<file path="src/common/harness_cfg.svh">
`ifndef HARNESS_CFG_SVH
`define HARNESS_CFG_SVH

// ----------------------------------------------------------------------
// Bus widths
// ----------------------------------------------------------------------
`define HARNESS_ADDR_W      32
`define HARNESS_DATA_W      64
`define HARNESS_NB_HARTS    2

// ----------------------------------------------------------------------
// Address map
// ----------------------------------------------------------------------
`define HARNESS_ROM_BASE    32'h0001_0000
`define HARNESS_ROM_WORDS   32
`define HARNESS_DRAM_BASE   32'h8000_0000
`define HARNESS_DRAM_WORDS  512
`define HARNESS_GPIO_BASE   32'h4000_0000
`define HARNESS_GPIO_BYTES  32'h0000_1000   // Reserved, answers with an error

// Last DRAM word
`define HARNESS_EXIT_ADDR   (`HARNESS_DRAM_BASE + 32'((`HARNESS_DRAM_WORDS - 1) * 8))

`define HARNESS_ROM_TAG     32'hB007_B007   // Upper half of every ROM word
`define HARNESS_DBG_DELAY   50              // Cycles of debug masking after reset

`endif

</file>
<file path="src/common/harness_pkg.sv">
`include "harness_cfg.svh"

package harness_pkg;

  // ----------------------------------------------------------------------
  // Basic words
  // ----------------------------------------------------------------------
  typedef logic [`HARNESS_ADDR_W-1:0]   addr_t;
  typedef logic [`HARNESS_DATA_W-1:0]   data_t;
  typedef logic [`HARNESS_DATA_W/8-1:0] strb_t;
  typedef logic [`HARNESS_NB_HARTS-1:0] hart_vec_t;

  // Sized for the larger region
  typedef logic [$clog2(`HARNESS_DRAM_WORDS)-1:0] off_t;

  // ----------------------------------------------------------------------
  // Host side
  // ----------------------------------------------------------------------
  typedef struct packed {
    addr_t addr;
    logic  we;
    strb_t be;
    data_t wdata;
  } bus_req_t;

  typedef struct packed {
    data_t rdata;
    logic  err;
  } bus_rsp_t;

  // ----------------------------------------------------------------------
  // Target side
  // ----------------------------------------------------------------------
  typedef struct packed {
    logic  valid;    // One-cycle strobe
    logic  we;
    off_t  offset;   // Word offset within the region
    strb_t be;
    data_t wdata;
  } tgt_req_t;

  typedef enum logic [1:0] {
    TGT_ROM,
    TGT_DRAM,
    TGT_NONE
  } target_e;

endpackage

</file>
<file path="src/logic/debug_gate.sv">
`timescale 1ns/1ps
`include "harness_cfg.svh"

module debug_gate (
  input  logic                   clk_i,
  input  logic                   rst_ni,
  input  logic                   debug_en_i,
  input  harness_pkg::hart_vec_t debug_req_i,
  output harness_pkg::hart_vec_t debug_req_o
);

  localparam int unsigned CntW = $clog2(`HARNESS_DBG_DELAY + 1);

  logic [CntW-1:0] cnt_q;
  logic            blocked;

  // Post-reset window, saturates at zero
  always_ff @(posedge clk_i or negedge rst_ni) begin
    if (!rst_ni) begin
      cnt_q <= CntW'(`HARNESS_DBG_DELAY);
    end else if (cnt_q != '0) begin
      cnt_q <= cnt_q - 1'b1;
    end
  end

  assign blocked     = (cnt_q != '0) || !debug_en_i;
  assign debug_req_o = blocked ? '0 : debug_req_i;   // Per-hart mask

endmodule

</file>
<file path="config.mk">
export PLATFORM = sky130hd
export DESIGN_NAME = debug_gate
export DESIGN_NICKNAME = d
export VERILOG_FILES = /design/src/common/harness_pkg.sv /design/src/logic/debug_gate.sv
export VERILOG_INCLUDE_DIRS = /design/src /design/src/common
export SDC_FILE = /design/constraint.sdc
export NUM_CORES = 1
export LEC_CHECK = 0
export ABC_AREA = 1
export CAP_MARGIN = 20
export CELL_PAD_IN_SITES_DETAIL_PLACEMENT = 0
export CELL_PAD_IN_SITES_GLOBAL_PLACEMENT = 2
export CORE_AREA = 2 2 39 41
export CTS_CLUSTER_DIAMETER = 30
export DETAILED_ROUTE_END_ITERATION = 8
export DIE_AREA = 0 0 41 43
export DONT_BUFFER_PORTS = 1
export PLACE_DENSITY_LB_ADDON = 0.15
export SYNTH_ARGS = -nofsm -noshare
export SYNTH_HDL_FRONTEND = slang
export SYNTH_SLANG_ARGS = --single-unit
</file>
<file path="constraint.sdc">
create_clock -name clk_i -period 2.34 [get_ports clk_i]
set_clock_uncertainty 0.1 [all_clocks]
set_input_delay 0.468 -clock clk_i [delete_from_list [all_inputs] [get_ports clk_i]]
set_output_delay 0.468 -clock clk_i [all_outputs]
set_load 0.03 [all_outputs]
</file>
==> parameters.txt <==
Parameter                              Value

Status
  Result of the run ... finished, final reports clean

Worst setup path
  Cell chain of the critical path ... inv_1 > ha_1 > nand3_4 > nor3b_2
  Startpoint-to-endpoint class of the critical path ... reg2out
  Worst EP arrival ... approximately 1600 ps
  Kind of launch point of the worst setup path ... register
  Path depth of the worst reg2reg path ... 6
  Critical path depth in cells ... 4
  Type of destination of the critical path ... output port
  CP max-delay cell ... nor3b_2
  Required time worst endpoint ... 1770 ps
  Maximum fanout along the worst path ... 9
  Slowest stage delay, CP ... 490 ps
  Critical path's top delay family ... simple AND/OR/NAND/NOR gates
  R2R Path Start ... cnt_q[1]$_DFFE_PN1P_
  Bufs and invs on worst path ... 1
  Start point of the critical path ... cnt_q[0]$_DFFE_PN0P_

Synthesis
  Total nets after synthesis ... 54
  Unique cell type count in the Yosys netlist ... 14
  Synthesis Warnings ... 0
  Seq/Total Area, Yosys ... 40.5%
  Syn Area/Cell ... 8.09 um^2
  Register bit total from synthesis ... 6
  Synth Instances ... 47
  Mapped cell area ... 380 um^2

Placed design
  GPL Wtd Cong ... 0.655
  Setup slack at placement ... 413 ps
  Cell Area, Placed ... 400 um^2
  Number of buffers inserted by port buffering ... 0
  Detailed placer's ending HPWL ... 531 um

STA
  Least setup slack across all paths after layout ... 172 ps
  Setup repair after global routing missed its margin ... no
  Crit path time final ... 2170 ps
  Number of max-slew violations in the final report ... 0
  Remaining max-slew budget at the tightest pin ... roughly 64%
  Period Utilization, post-route ... 92.7%
  Slew at the pin closest to its max-slew limit ... ~530 ps
  Post-Route Setup TNS ... 0 ps
  Final Hold Violating Endpoints ... 0
  Finish-stage setup viols ... 0
  Max Clk Rate ... 0.461 GHz

Die
  Die width ... 41 um
  Die Y ... 43 um
  Boundary pin count ... 7
  Initial cell density of the core ... a little over a quarter
  Full die area ... 1760 um^2
  Rows ... 14
  Placeable core region ... 1380 um^2

Cells and area
  Most common library cell in the layout ignoring fill and taps ... inv_1
  Post-layout instance area ... ~440 um^2
  Count of antenna diodes in the layout ... 0
  Final layout net count ... 60
  Ratio of cells with drive above 1 in the final layout ... 23.1%
  Number of flip-flops in the largest register ... 6
  Area of combinational cells with multiple inputs ... between 150 and 200 um^2
  Register bank with the most flops ... cnt_q
  Fillers ... 158
  Growth of design area from synthesis to finish ... 14.8%
  Area occupied by registers ... around 150 um^2
  Largest registers ... cnt_q (6)
  Commonest cells after routing, fill and taps aside ... inv_1 (11), nand2_1 (9), nor2_1 (8)

Hold path
  Hold_sp ... cnt_q[0]$_DFFE_PN0P_
  Min-Delay Path Class ... reg2reg
  Hold path cells ... 1

Global routing
  Overall fraction of global-route tracks in use ... 9.93%
  Maximum number of pins on one net before global-route repair ... 10
  Wire length of the first global-routing pass ... 1.11 mm
  Aggregate global routing overflow ... 0
  Initial antenna violation count ... 0
  Via count of the first global-routing pass ... 271

Power
  Total power ... ~220 uW
  Leakage ... 0.232 nW
  Cell area power density ... 501 nW/um^2
  Largest vdd supply drop ... 0.000242 V

Drt
  Antenna-violating nets left ... 0
  Post-DR vias/cell ... 4.04
  Avg WL per Cell ... 9.54 um
  Length of the first detailed-routing pass in iterations ... 6
  Remaining design rule violation count ... 0
  Total vias in the final route ... 275
  Final Routed Wirelength ... about 650 um
  Initial DRC count ... 6

Clock tree
  Num CTS Buffers ... 3
  Clock sink total ... 6
  Clock tree from TritonCTS ... built
  Library cell used as clock root buffer ... clkbuf_4
  H-tree level count ... 1
  Clock insertion delay at the later pin of the skew report ... 250 ps
  Clock transition at the registers of the reported paths ... 40 ps
  Post-CTS sizing ... 0
  Maximum clock path buffer count ... 2

Job
  Max Cap Viol ... 0
[repair_timing]
item,CTS,global route
buffers inserted,0,0
hold buffers,1,0
endpoints found under the hold margin,6,0
setup endpoints to repair,0,0
[logic make-up (layout without fill, tap and decap cells)]
| logic type | after synthesis | after routing | share of synthesized area (%) |
|---|---|---|---|
| flops | 6 | 6 | 40.5 |
| buf+inv | 11 | 16 | 10.9 |
| fa+ha+maj | 2 | 2 | 6.58 |
| xor+xnor | 1 | 1 | 2.30 |
| simple gates | 25 | 25 | 37.2 |
| compound gates | 2 | 2 | 2.63 |
[through the flow]
step,hold WS (ps),instances,utilization (%)
after floorplan,72.4,47,-
after global placement,72.7,63,28.9
after detailed placement,72.7,63,28.9
after CTS,367,68,31.6
after global routing,405,68,31.6
final,365,68,31.6
[report_power, final]
| part | switching [mW] | total (mW) | internal [mW] |
|---|---|---|---|
| logic | 0.00723 | 0.0103 | 0.00308 |
| registers | 0 | 0.104 | 0.104 |
| clock network | 0.0395 | 0.104 | 0.0647 |
| total | 0.0467 | 0.219 | 0.172 |
[worst register-to-register path: stages, from the launching register on]
cell and delay, ps:
dfstp_2 530, inv_1 70, ha_1 220, inv_1 60
nor2_1 30, o21ai_1 140, inv_1 50
[layer usage]
metal	global-route usage, %	wire (um)	vias to the layer above	part of all wire [%]
met4	10.0	0	0	0
li1	-	-	152	-
met5	0	0	-	0
met1	10.9	288	118	44
met2	14.7	328	5	51
met3	1.57	32	0	4.9
[synthesized netlist by cell type]
library cell / instances / area, um^2
dfrtp_1: 3 / 75.1
nor2_1: 8 / 30.0
nor3b_2: 2 / 25.0
inv_1: 11 / 41.3
nor2_4: 1 / 11.3
nand3_4: 1 / 17.5
xor2_1: 1 / 8.76
o21ai_1: 2 / 10.0
ha_1: 2 / 25.0
nor2_2: 2 / 12.5
nand2_1: 9 / 33.8
nand3_1: 1 / 5.00
dfstp_2: 3 / 78.8
nand4_1: 1 / 6.26
[final timing paths]
check / endpoint / slack (ps)
worst max-delay path: debug_req_o[1] / 170
worst min-delay path: cnt_q[0]$_DFFE_PN0P_ / 360
worst max register to register: cnt_q[2]$_DFFE_PN0P_ / 1040
worst min register to register: cnt_q[0]$_DFFE_PN0P_ / 360
max in group asynchronous: cnt_q[5]$_DFFE_PN1P_ / 1390
min in group asynchronous: cnt_q[3]$_DFFE_PN0P_ / 450
[final cells by class]
cell class                      instances  share of cell area [%]
Clock buffer                            4                    6.02
Inverter                               11                    9.46
Sequential cell                         6                    35.2
Tap cell                               16                    4.58
Multi-Input combinational cell         30                    42.4
Timing Repair Buffer                    1                    2.29
No activity file was read; power rests on OpenSTA's default activity.
