File: config.mk
export PLATFORM = sky130hd
export DESIGN_NAME = harness_xbar
export DESIGN_NICKNAME = d
export VERILOG_FILES = /design/src/common/harness_pkg.sv /design/src/fabric/harness_xbar.sv
export VERILOG_INCLUDE_DIRS = /design/src /design/src/common
export SDC_FILE = /design/constraint.sdc
export NUM_CORES = 1
export LEC_CHECK = 0
export BUFFER_PORTS_ARGS = -buffer_cell sky130_fd_sc_hd__buf_2
export CAP_MARGIN = 20
export CELL_PAD_IN_SITES_DETAIL_PLACEMENT = 1
export CELL_PAD_IN_SITES_GLOBAL_PLACEMENT = 1
export CORE_AREA = 10 10 176 178
export CTS_BUF_LIST = sky130_fd_sc_hd__clkbuf_4 sky130_fd_sc_hd__clkbuf_8
export DETAILED_ROUTE_END_ITERATION = 10
export DIE_AREA = 0 0 186 188
export PLACE_DENSITY_LB_ADDON = 0.1
export SYNTH_ARGS = -nofsm -noshare
export SYNTH_HDL_FRONTEND = slang
export SYNTH_SLANG_ARGS = --single-unit
File: constraint.sdc
create_clock -name clk_i -period 3.05 [get_ports clk_i]
set_clock_uncertainty 0.05 [all_clocks]
set_input_delay 0.1525 -clock clk_i [delete_from_list [all_inputs] [get_ports clk_i]]
set_output_delay 0.1525 -clock clk_i [all_outputs]
set_load 0.03 [all_outputs]
File: src/common/harness_cfg.svh
`ifndef HARNESS_CFG_SVH
`define HARNESS_CFG_SVH

// ----------------------------------------------------------------------
// Bus widths
// ----------------------------------------------------------------------
`define HARNESS_ADDR_W      32
`define HARNESS_DATA_W      64
`define HARNESS_NB_HARTS    2

// ----------------------------------------------------------------------
// Address map
// ----------------------------------------------------------------------
`define HARNESS_ROM_BASE    32'h0001_0000
`define HARNESS_ROM_WORDS   32
`define HARNESS_DRAM_BASE   32'h8000_0000
`define HARNESS_DRAM_WORDS  512
`define HARNESS_GPIO_BASE   32'h4000_0000
`define HARNESS_GPIO_BYTES  32'h0000_1000   // Reserved, answers with an error

// Last DRAM word
`define HARNESS_EXIT_ADDR   (`HARNESS_DRAM_BASE + 32'((`HARNESS_DRAM_WORDS - 1) * 8))

`define HARNESS_ROM_TAG     32'hB007_B007   // Upper half of every ROM word
`define HARNESS_DBG_DELAY   50              // Cycles of debug masking after reset

`endif

File: src/common/harness_pkg.sv
`include "harness_cfg.svh"

package harness_pkg;

  // ----------------------------------------------------------------------
  // Basic words
  // ----------------------------------------------------------------------
  typedef logic [`HARNESS_ADDR_W-1:0]   addr_t;
  typedef logic [`HARNESS_DATA_W-1:0]   data_t;
  typedef logic [`HARNESS_DATA_W/8-1:0] strb_t;
  typedef logic [`HARNESS_NB_HARTS-1:0] hart_vec_t;

  // Sized for the larger region
  typedef logic [$clog2(`HARNESS_DRAM_WORDS)-1:0] off_t;

  // ----------------------------------------------------------------------
  // Host side
  // ----------------------------------------------------------------------
  typedef struct packed {
    addr_t addr;
    logic  we;
    strb_t be;
    data_t wdata;
  } bus_req_t;

  typedef struct packed {
    data_t rdata;
    logic  err;
  } bus_rsp_t;

  // ----------------------------------------------------------------------
  // Target side
  // ----------------------------------------------------------------------
  typedef struct packed {
    logic  valid;    // One-cycle strobe
    logic  we;
    off_t  offset;   // Word offset within the region
    strb_t be;
    data_t wdata;
  } tgt_req_t;

  typedef enum logic [1:0] {
    TGT_ROM,
    TGT_DRAM,
    TGT_NONE
  } target_e;

endpackage

File: src/fabric/harness_xbar.sv
`timescale 1ns/1ps
`include "harness_cfg.svh"

module harness_xbar (
  input  logic                  clk_i,
  input  logic                  rst_ni,
  input  logic                  req_i,
  input  harness_pkg::bus_req_t req_data_i,
  output logic                  ack_o,
  output harness_pkg::bus_rsp_t rsp_o,
  output harness_pkg::tgt_req_t rom_req_o,
  input  harness_pkg::data_t    rom_rdata_i,
  output harness_pkg::tgt_req_t dram_req_o,
  input  harness_pkg::data_t    dram_rdata_i
);
  import harness_pkg::*;

  localparam int unsigned ByteOffW  = $clog2(`HARNESS_DATA_W / 8);
  localparam int unsigned OffW      = $bits(off_t);
  localparam addr_t       RomBytes  = addr_t'(`HARNESS_ROM_WORDS * (`HARNESS_DATA_W / 8));
  localparam addr_t       DramBytes = addr_t'(`HARNESS_DRAM_WORDS * (`HARNESS_DATA_W / 8));

  typedef enum logic [1:0] {
    IDLE,
    ISSUE,
    WAIT,
    ACK
  } state_e;

  state_e   state_q;
  state_e   state_d;
  bus_req_t req_q;
  target_e  tgt_d;
  target_e  tgt_q;
  off_t     off_d;
  off_t     off_q;
  bus_rsp_t rsp_d;
  bus_rsp_t rsp_q;
  addr_t    rom_rel;
  addr_t    dram_rel;
  addr_t    gpio_rel;
  logic     rom_hit;
  logic     dram_hit;
  logic     gpio_hit;
  tgt_req_t strobe;

  // ----------------------------------------------------------------------
  // Address decode
  // ----------------------------------------------------------------------
  // Offsets wrap below the base, so one unsigned compare per region
  assign rom_rel  = req_data_i.addr - addr_t'(`HARNESS_ROM_BASE);
  assign dram_rel = req_data_i.addr - addr_t'(`HARNESS_DRAM_BASE);
  assign gpio_rel = req_data_i.addr - addr_t'(`HARNESS_GPIO_BASE);
  assign rom_hit  = rom_rel < RomBytes;
  assign dram_hit = dram_rel < DramBytes;
  assign gpio_hit = gpio_rel < addr_t'(`HARNESS_GPIO_BYTES);

  always_comb begin
    tgt_d = TGT_NONE;
    off_d = '0;
    if (gpio_hit) begin
      tgt_d = TGT_NONE;                       // Error slave window
    end else if (rom_hit && !req_data_i.we) begin
      tgt_d = TGT_ROM;                        // ROM writes fall through to error
      off_d = rom_rel[ByteOffW +: OffW];
    end else if (dram_hit) begin
      tgt_d = TGT_DRAM;
      off_d = dram_rel[ByteOffW +: OffW];
    end
  end

  // ----------------------------------------------------------------------
  // Four-phase slave FSM
  // ----------------------------------------------------------------------
  always_comb begin
    state_d = state_q;
    rsp_d   = rsp_q;
    case (state_q)
      IDLE: begin
        if (req_i) begin
          state_d = ISSUE;
        end
      end
      ISSUE: state_d = WAIT;                  // Target strobed this cycle
      WAIT: begin
        state_d   = ACK;
        rsp_d.err = (tgt_q == TGT_NONE);
        case (tgt_q)
          TGT_ROM:  rsp_d.rdata = rom_rdata_i;
          TGT_DRAM: rsp_d.rdata = req_q.we ? '0 : dram_rdata_i;
          default:  rsp_d.rdata = '0;
        endcase
      end
      ACK: begin
        if (!req_i) begin
          state_d = IDLE;
        end
      end
      default: state_d = IDLE;
    endcase
  end

  always_ff @(posedge clk_i or negedge rst_ni) begin
    if (!rst_ni) begin
      state_q <= IDLE;
      tgt_q   <= TGT_NONE;
      rsp_q   <= '0;
    end else begin
      state_q <= state_d;
      rsp_q   <= rsp_d;
      if (state_q == IDLE && req_i) begin
        tgt_q <= tgt_d;
      end
    end
  end

  // Request payload and offset, held for the whole exchange
  always_ff @(posedge clk_i) begin
    if (state_q == IDLE && req_i) begin
      req_q <= req_data_i;
      off_q <= off_d;
    end
  end

  // ----------------------------------------------------------------------
  // Target strobes
  // ----------------------------------------------------------------------
  assign strobe.valid  = (state_q == ISSUE);
  assign strobe.we     = req_q.we;
  assign strobe.offset = off_q;
  assign strobe.be     = req_q.be;
  assign strobe.wdata  = req_q.wdata;

  always_comb begin
    rom_req_o        = strobe;
    rom_req_o.valid  = strobe.valid && (tgt_q == TGT_ROM);
    dram_req_o       = strobe;
    dram_req_o.valid = strobe.valid && (tgt_q == TGT_DRAM);
  end

  assign ack_o = (state_q == ACK);
  assign rsp_o = rsp_q;

endmodule

==> summary.md <==
| Metric | Value |
|---|---|
| Status | `finished clean` |
| Placed Area | `8638 um^2` |
| Cell mode on critical path | `buf_4` |
| Hold Crit Class | `in -> reg` |
| Crit-path cells | `buf_4 -> nor3b_4 -> buf_4 -> a22oi_1 -> dlygate4sd3_1 -> a21oi_1` |
| PwrDens | `761.3 nW/um^2` |
| Prevailing post-synth register cell | `edfxtp_1` |
| Largest net degree at the start of global routing | `119` |
| Synth Area in Simple Gates | `7.927%` |
| Initial antenna violation count | `8` |
| # setup viols final | `0` |
| Synth warn | `0` |
| Share of cells above drive strength 1 | `46.53%` |
| Slew Limit Fails | `0` |
| Syn-to-layout area delta | `70.78%` |
| Fin crit share | `81.94%` |
| Synth cell types | `33` |
| GPL Wtd Cong | `0.7798` |
| CP delay by family, top | `buffers and inverters` |
| DR vias | `6,241` |
| EDFF count, synth | `82` |
| First-pass GRT wire length | `44,560 um` |
| Max Fclk | `400.1 MHz` |
| Post-Route WL | `30,290 um` |
| Crit path largest cell delay | `620 ps` |
| Number of nets still failing antenna checks after routing | `0` |
| Crit end category | `register` |
| Initial Util | `23.55%` |
| CTS tree | `yes` |
| Post-Synth Adder-Cell Area | `0.9667%` |
| Worst-skew pair later-pin latency | `440 ps` |
| Syn nets | `766` |
| Grt ovf | `0` |
| Crit-path max FO | `51` |
| Core Region | `27,480 um^2` |
| WP data required | `3360 ps` |
| Core Rows | `61` |
| Syn Area/Cell | `12.33 um^2` |
| Drt via density | `4.234` |
| CTS root buffer | `clkbuf_8` |
| TNS Setup | `0 ps` |
| Fin Hold WS | `48.82 ps` |
| Layout net count | `1,352` |
| Detailed Place HPWL | `22,980 um` |
| Synth Register Bits | `151` |
| Mapped Cells | `525` |
| Total CTS buffers | `17` |
| Ys async rst share | `45.70%` |
| Final std cells w/o fill | `1,474` |
| Lkg Pwr | `4.886 nW` |
| Io pins | `468` |
| Max-Cap Viols | `0` |
| Sequential cell area fraction in the yosys report | `64.75%` |
| Multiplexer share of the synthesized area | `1.585%` |
| Die ar. | `34,970 um^2` |
| RSZ-0062 raised after global routing | `false` |
| Drt wl/cell | `20.55 um` |
| Compound-cell area share of the yosys netlist | `12.49%` |
| Post-Syn Area | `6471 um^2` |
| Main combinational cell family by area after synthesis | `compound AO/OA/AOI/OAI gates` |
| Die X | `186 um` |
| Crit path launch type | `register` |
| Port bufs | `464` |
| Starting DRT DRC Count | `180` |
| Gr usage total | `16.84%` |
| Vias in the first global route | `7,082` |
| DR DRC count | `0` |
| Critical path arrival | `2810 ps` |
| Worst-Margin Slew | `712.2 ps` |
| Final hold violations | `0` |
| Clock-pin slew on the worst setup and hold paths | `100 ps` |
| 1st-pass router iterations | `4` |
| Maximum VDD drop | `476.7 uV` |
| Die outline height | `188 um` |
| Synth Area in XOR/XNOR | `0.1353%` |
| Slew HR | `52.52%` |
| DP Cell Count | `1,236` |
| Min Tclk post-route | `2499 ps` |
| CTS max path bufs | `2` |
| Worst setup path class | `reg -> reg` |
| Htree depth | `4` |
| Cell area after layout | `11,050 um^2` |
| Clk sinks | `151` |
| CP max stage cell | `dlygate4sd3_1` |
| CP Buf/Inv Count | `3` |
## power by group
part / internal [mW] / total, mW / switching [mW]
clock network: 0.612 / 1.51 / 0.901
logic: 1.05 / 3.78 / 2.73
registers: 2.81 / 3.12 / 0.307
## worst paths after layout
| kind | startpoint | end | slack, ps | cells after the start |
|---|---|---|---|---|
| max reg2reg | tgt_q[0] | rsp_o[38] | 550 | 6 |
| min reg2reg | rsp_o[52] | rsp_o[52] | 470 | 2 |
| max | tgt_q[0] | rsp_o[38] | 550 | 6 |
| min | rom_rdata_i[53] | rsp_o[54] | 50 | 4 |
| min in group asynchronous | rst_ni | rsp_o[56] | 230 | 2 |
| max in group asynchronous | rst_ni | tgt_q[1] | 1950 | 3 |
## state kept, by name (all words and copies together) (netlist names)
register and flops:
tgt_q 2, rsp_o 65, dram_req_o 73, state_q 2
off_q 9
## layer usage
layer | vias up | GRT usage (%) | part of all wire (%)
li1 | 2967 | - | -
met1 | 2960 | 16.77 | 35
met2 | 271 | 30.39 | 52
met3 | 35 | 7.597 | 11
met4 | 8 | 5.242 | 2.0
met5 | - | 0 | 0.22
## synth_stat cells, drive strengths merged (2+ instances only)
| cell | number | share of area (%) |
|---|---|---|
| mux2 | 2 | 0.35 |
| nand2 | 4 | 0.23 |
| inv | 18 | 1.0 |
| mux2i | 8 | 1.2 |
| edfxtp | 82 | 38 |
| clkbuf | 23 | 1.3 |
| nor2b | 14 | 1.4 |
| buf | 86 | 9.8 |
| dfrtp | 68 | 26 |
| nor3 | 6 | 0.46 |
| nand3 | 2 | 0.15 |
| o22ai | 13 | 1.3 |
| o21ai | 5 | 0.39 |
| nand3b | 2 | 0.23 |
| a22oi | 51 | 5.9 |
| ha | 5 | 0.97 |
| and2b | 9 | 1.2 |
| a21oi | 58 | 4.5 |
| nor2 | 54 | 3.1 |
| nor4 | 4 | 0.39 |
## layout by cell type, fill, tap and decap left out, types with 14 or more instances in the layout
cell type,Yosys,final
a21oi_1,58,58
a22oi_1,51,51
buf_2,1,463
clkbuf_8,0,17
dfrtp_1,68,68
dlygate4sd3_1,0,202
edfxtp_1,82,82
inv_1,18,17
nor2_1,54,53
nor2b_1,14,14
## metrics by stage
step           power, mW  setup WS (ps)  utilization [%]
6_report           8.413          550.9            40.22
5_1_grt            8.983          317.0            40.21
4_1_cts            8.597          472.4            40.19
3_5_place_dp       6.860          939.6            31.44
3_3_place_gp       6.823          936.8            31.44
2_1_floorplan      5.680          101.3                -
## what timing repair did
action,in CTS,in global routing
setup buffers,0,0
endpoints found under the hold margin,195,0
resized for setup,0,0
hold buffers,202,0
## kinds of logic after synthesis
group	Yosys count
buffers and inverters	127
xor gates and xnor gates	1
and+or+nand+nor	101
AOI/OAI and AO/OA	130
adders and majority gates	5
muxes	10
DFF	151
## worst reg2reg max path, stage by stage, from the launching register on
cell	delay (ps)
dfrtp_1	400
buf_4	280
nor3b_4	220
buf_4	510
a22oi_1	210
dlygate4sd3_1	620
a21oi_1	140
## cell type report
class / count / area, um^2
antenna: 4 / 10.01
fill: 3122 / 16420
timing repair buffer: 676 / 4447
clock buffer: 18 / 241.5
multi-input combinational: 247 / 1521
inverter: 18 / 68.82
tap: 346 / 432.9
clock inverter: 14 / 140.1
sequential: 151 / 4190
Note: power is estimated with default switching activity, not from simulation.
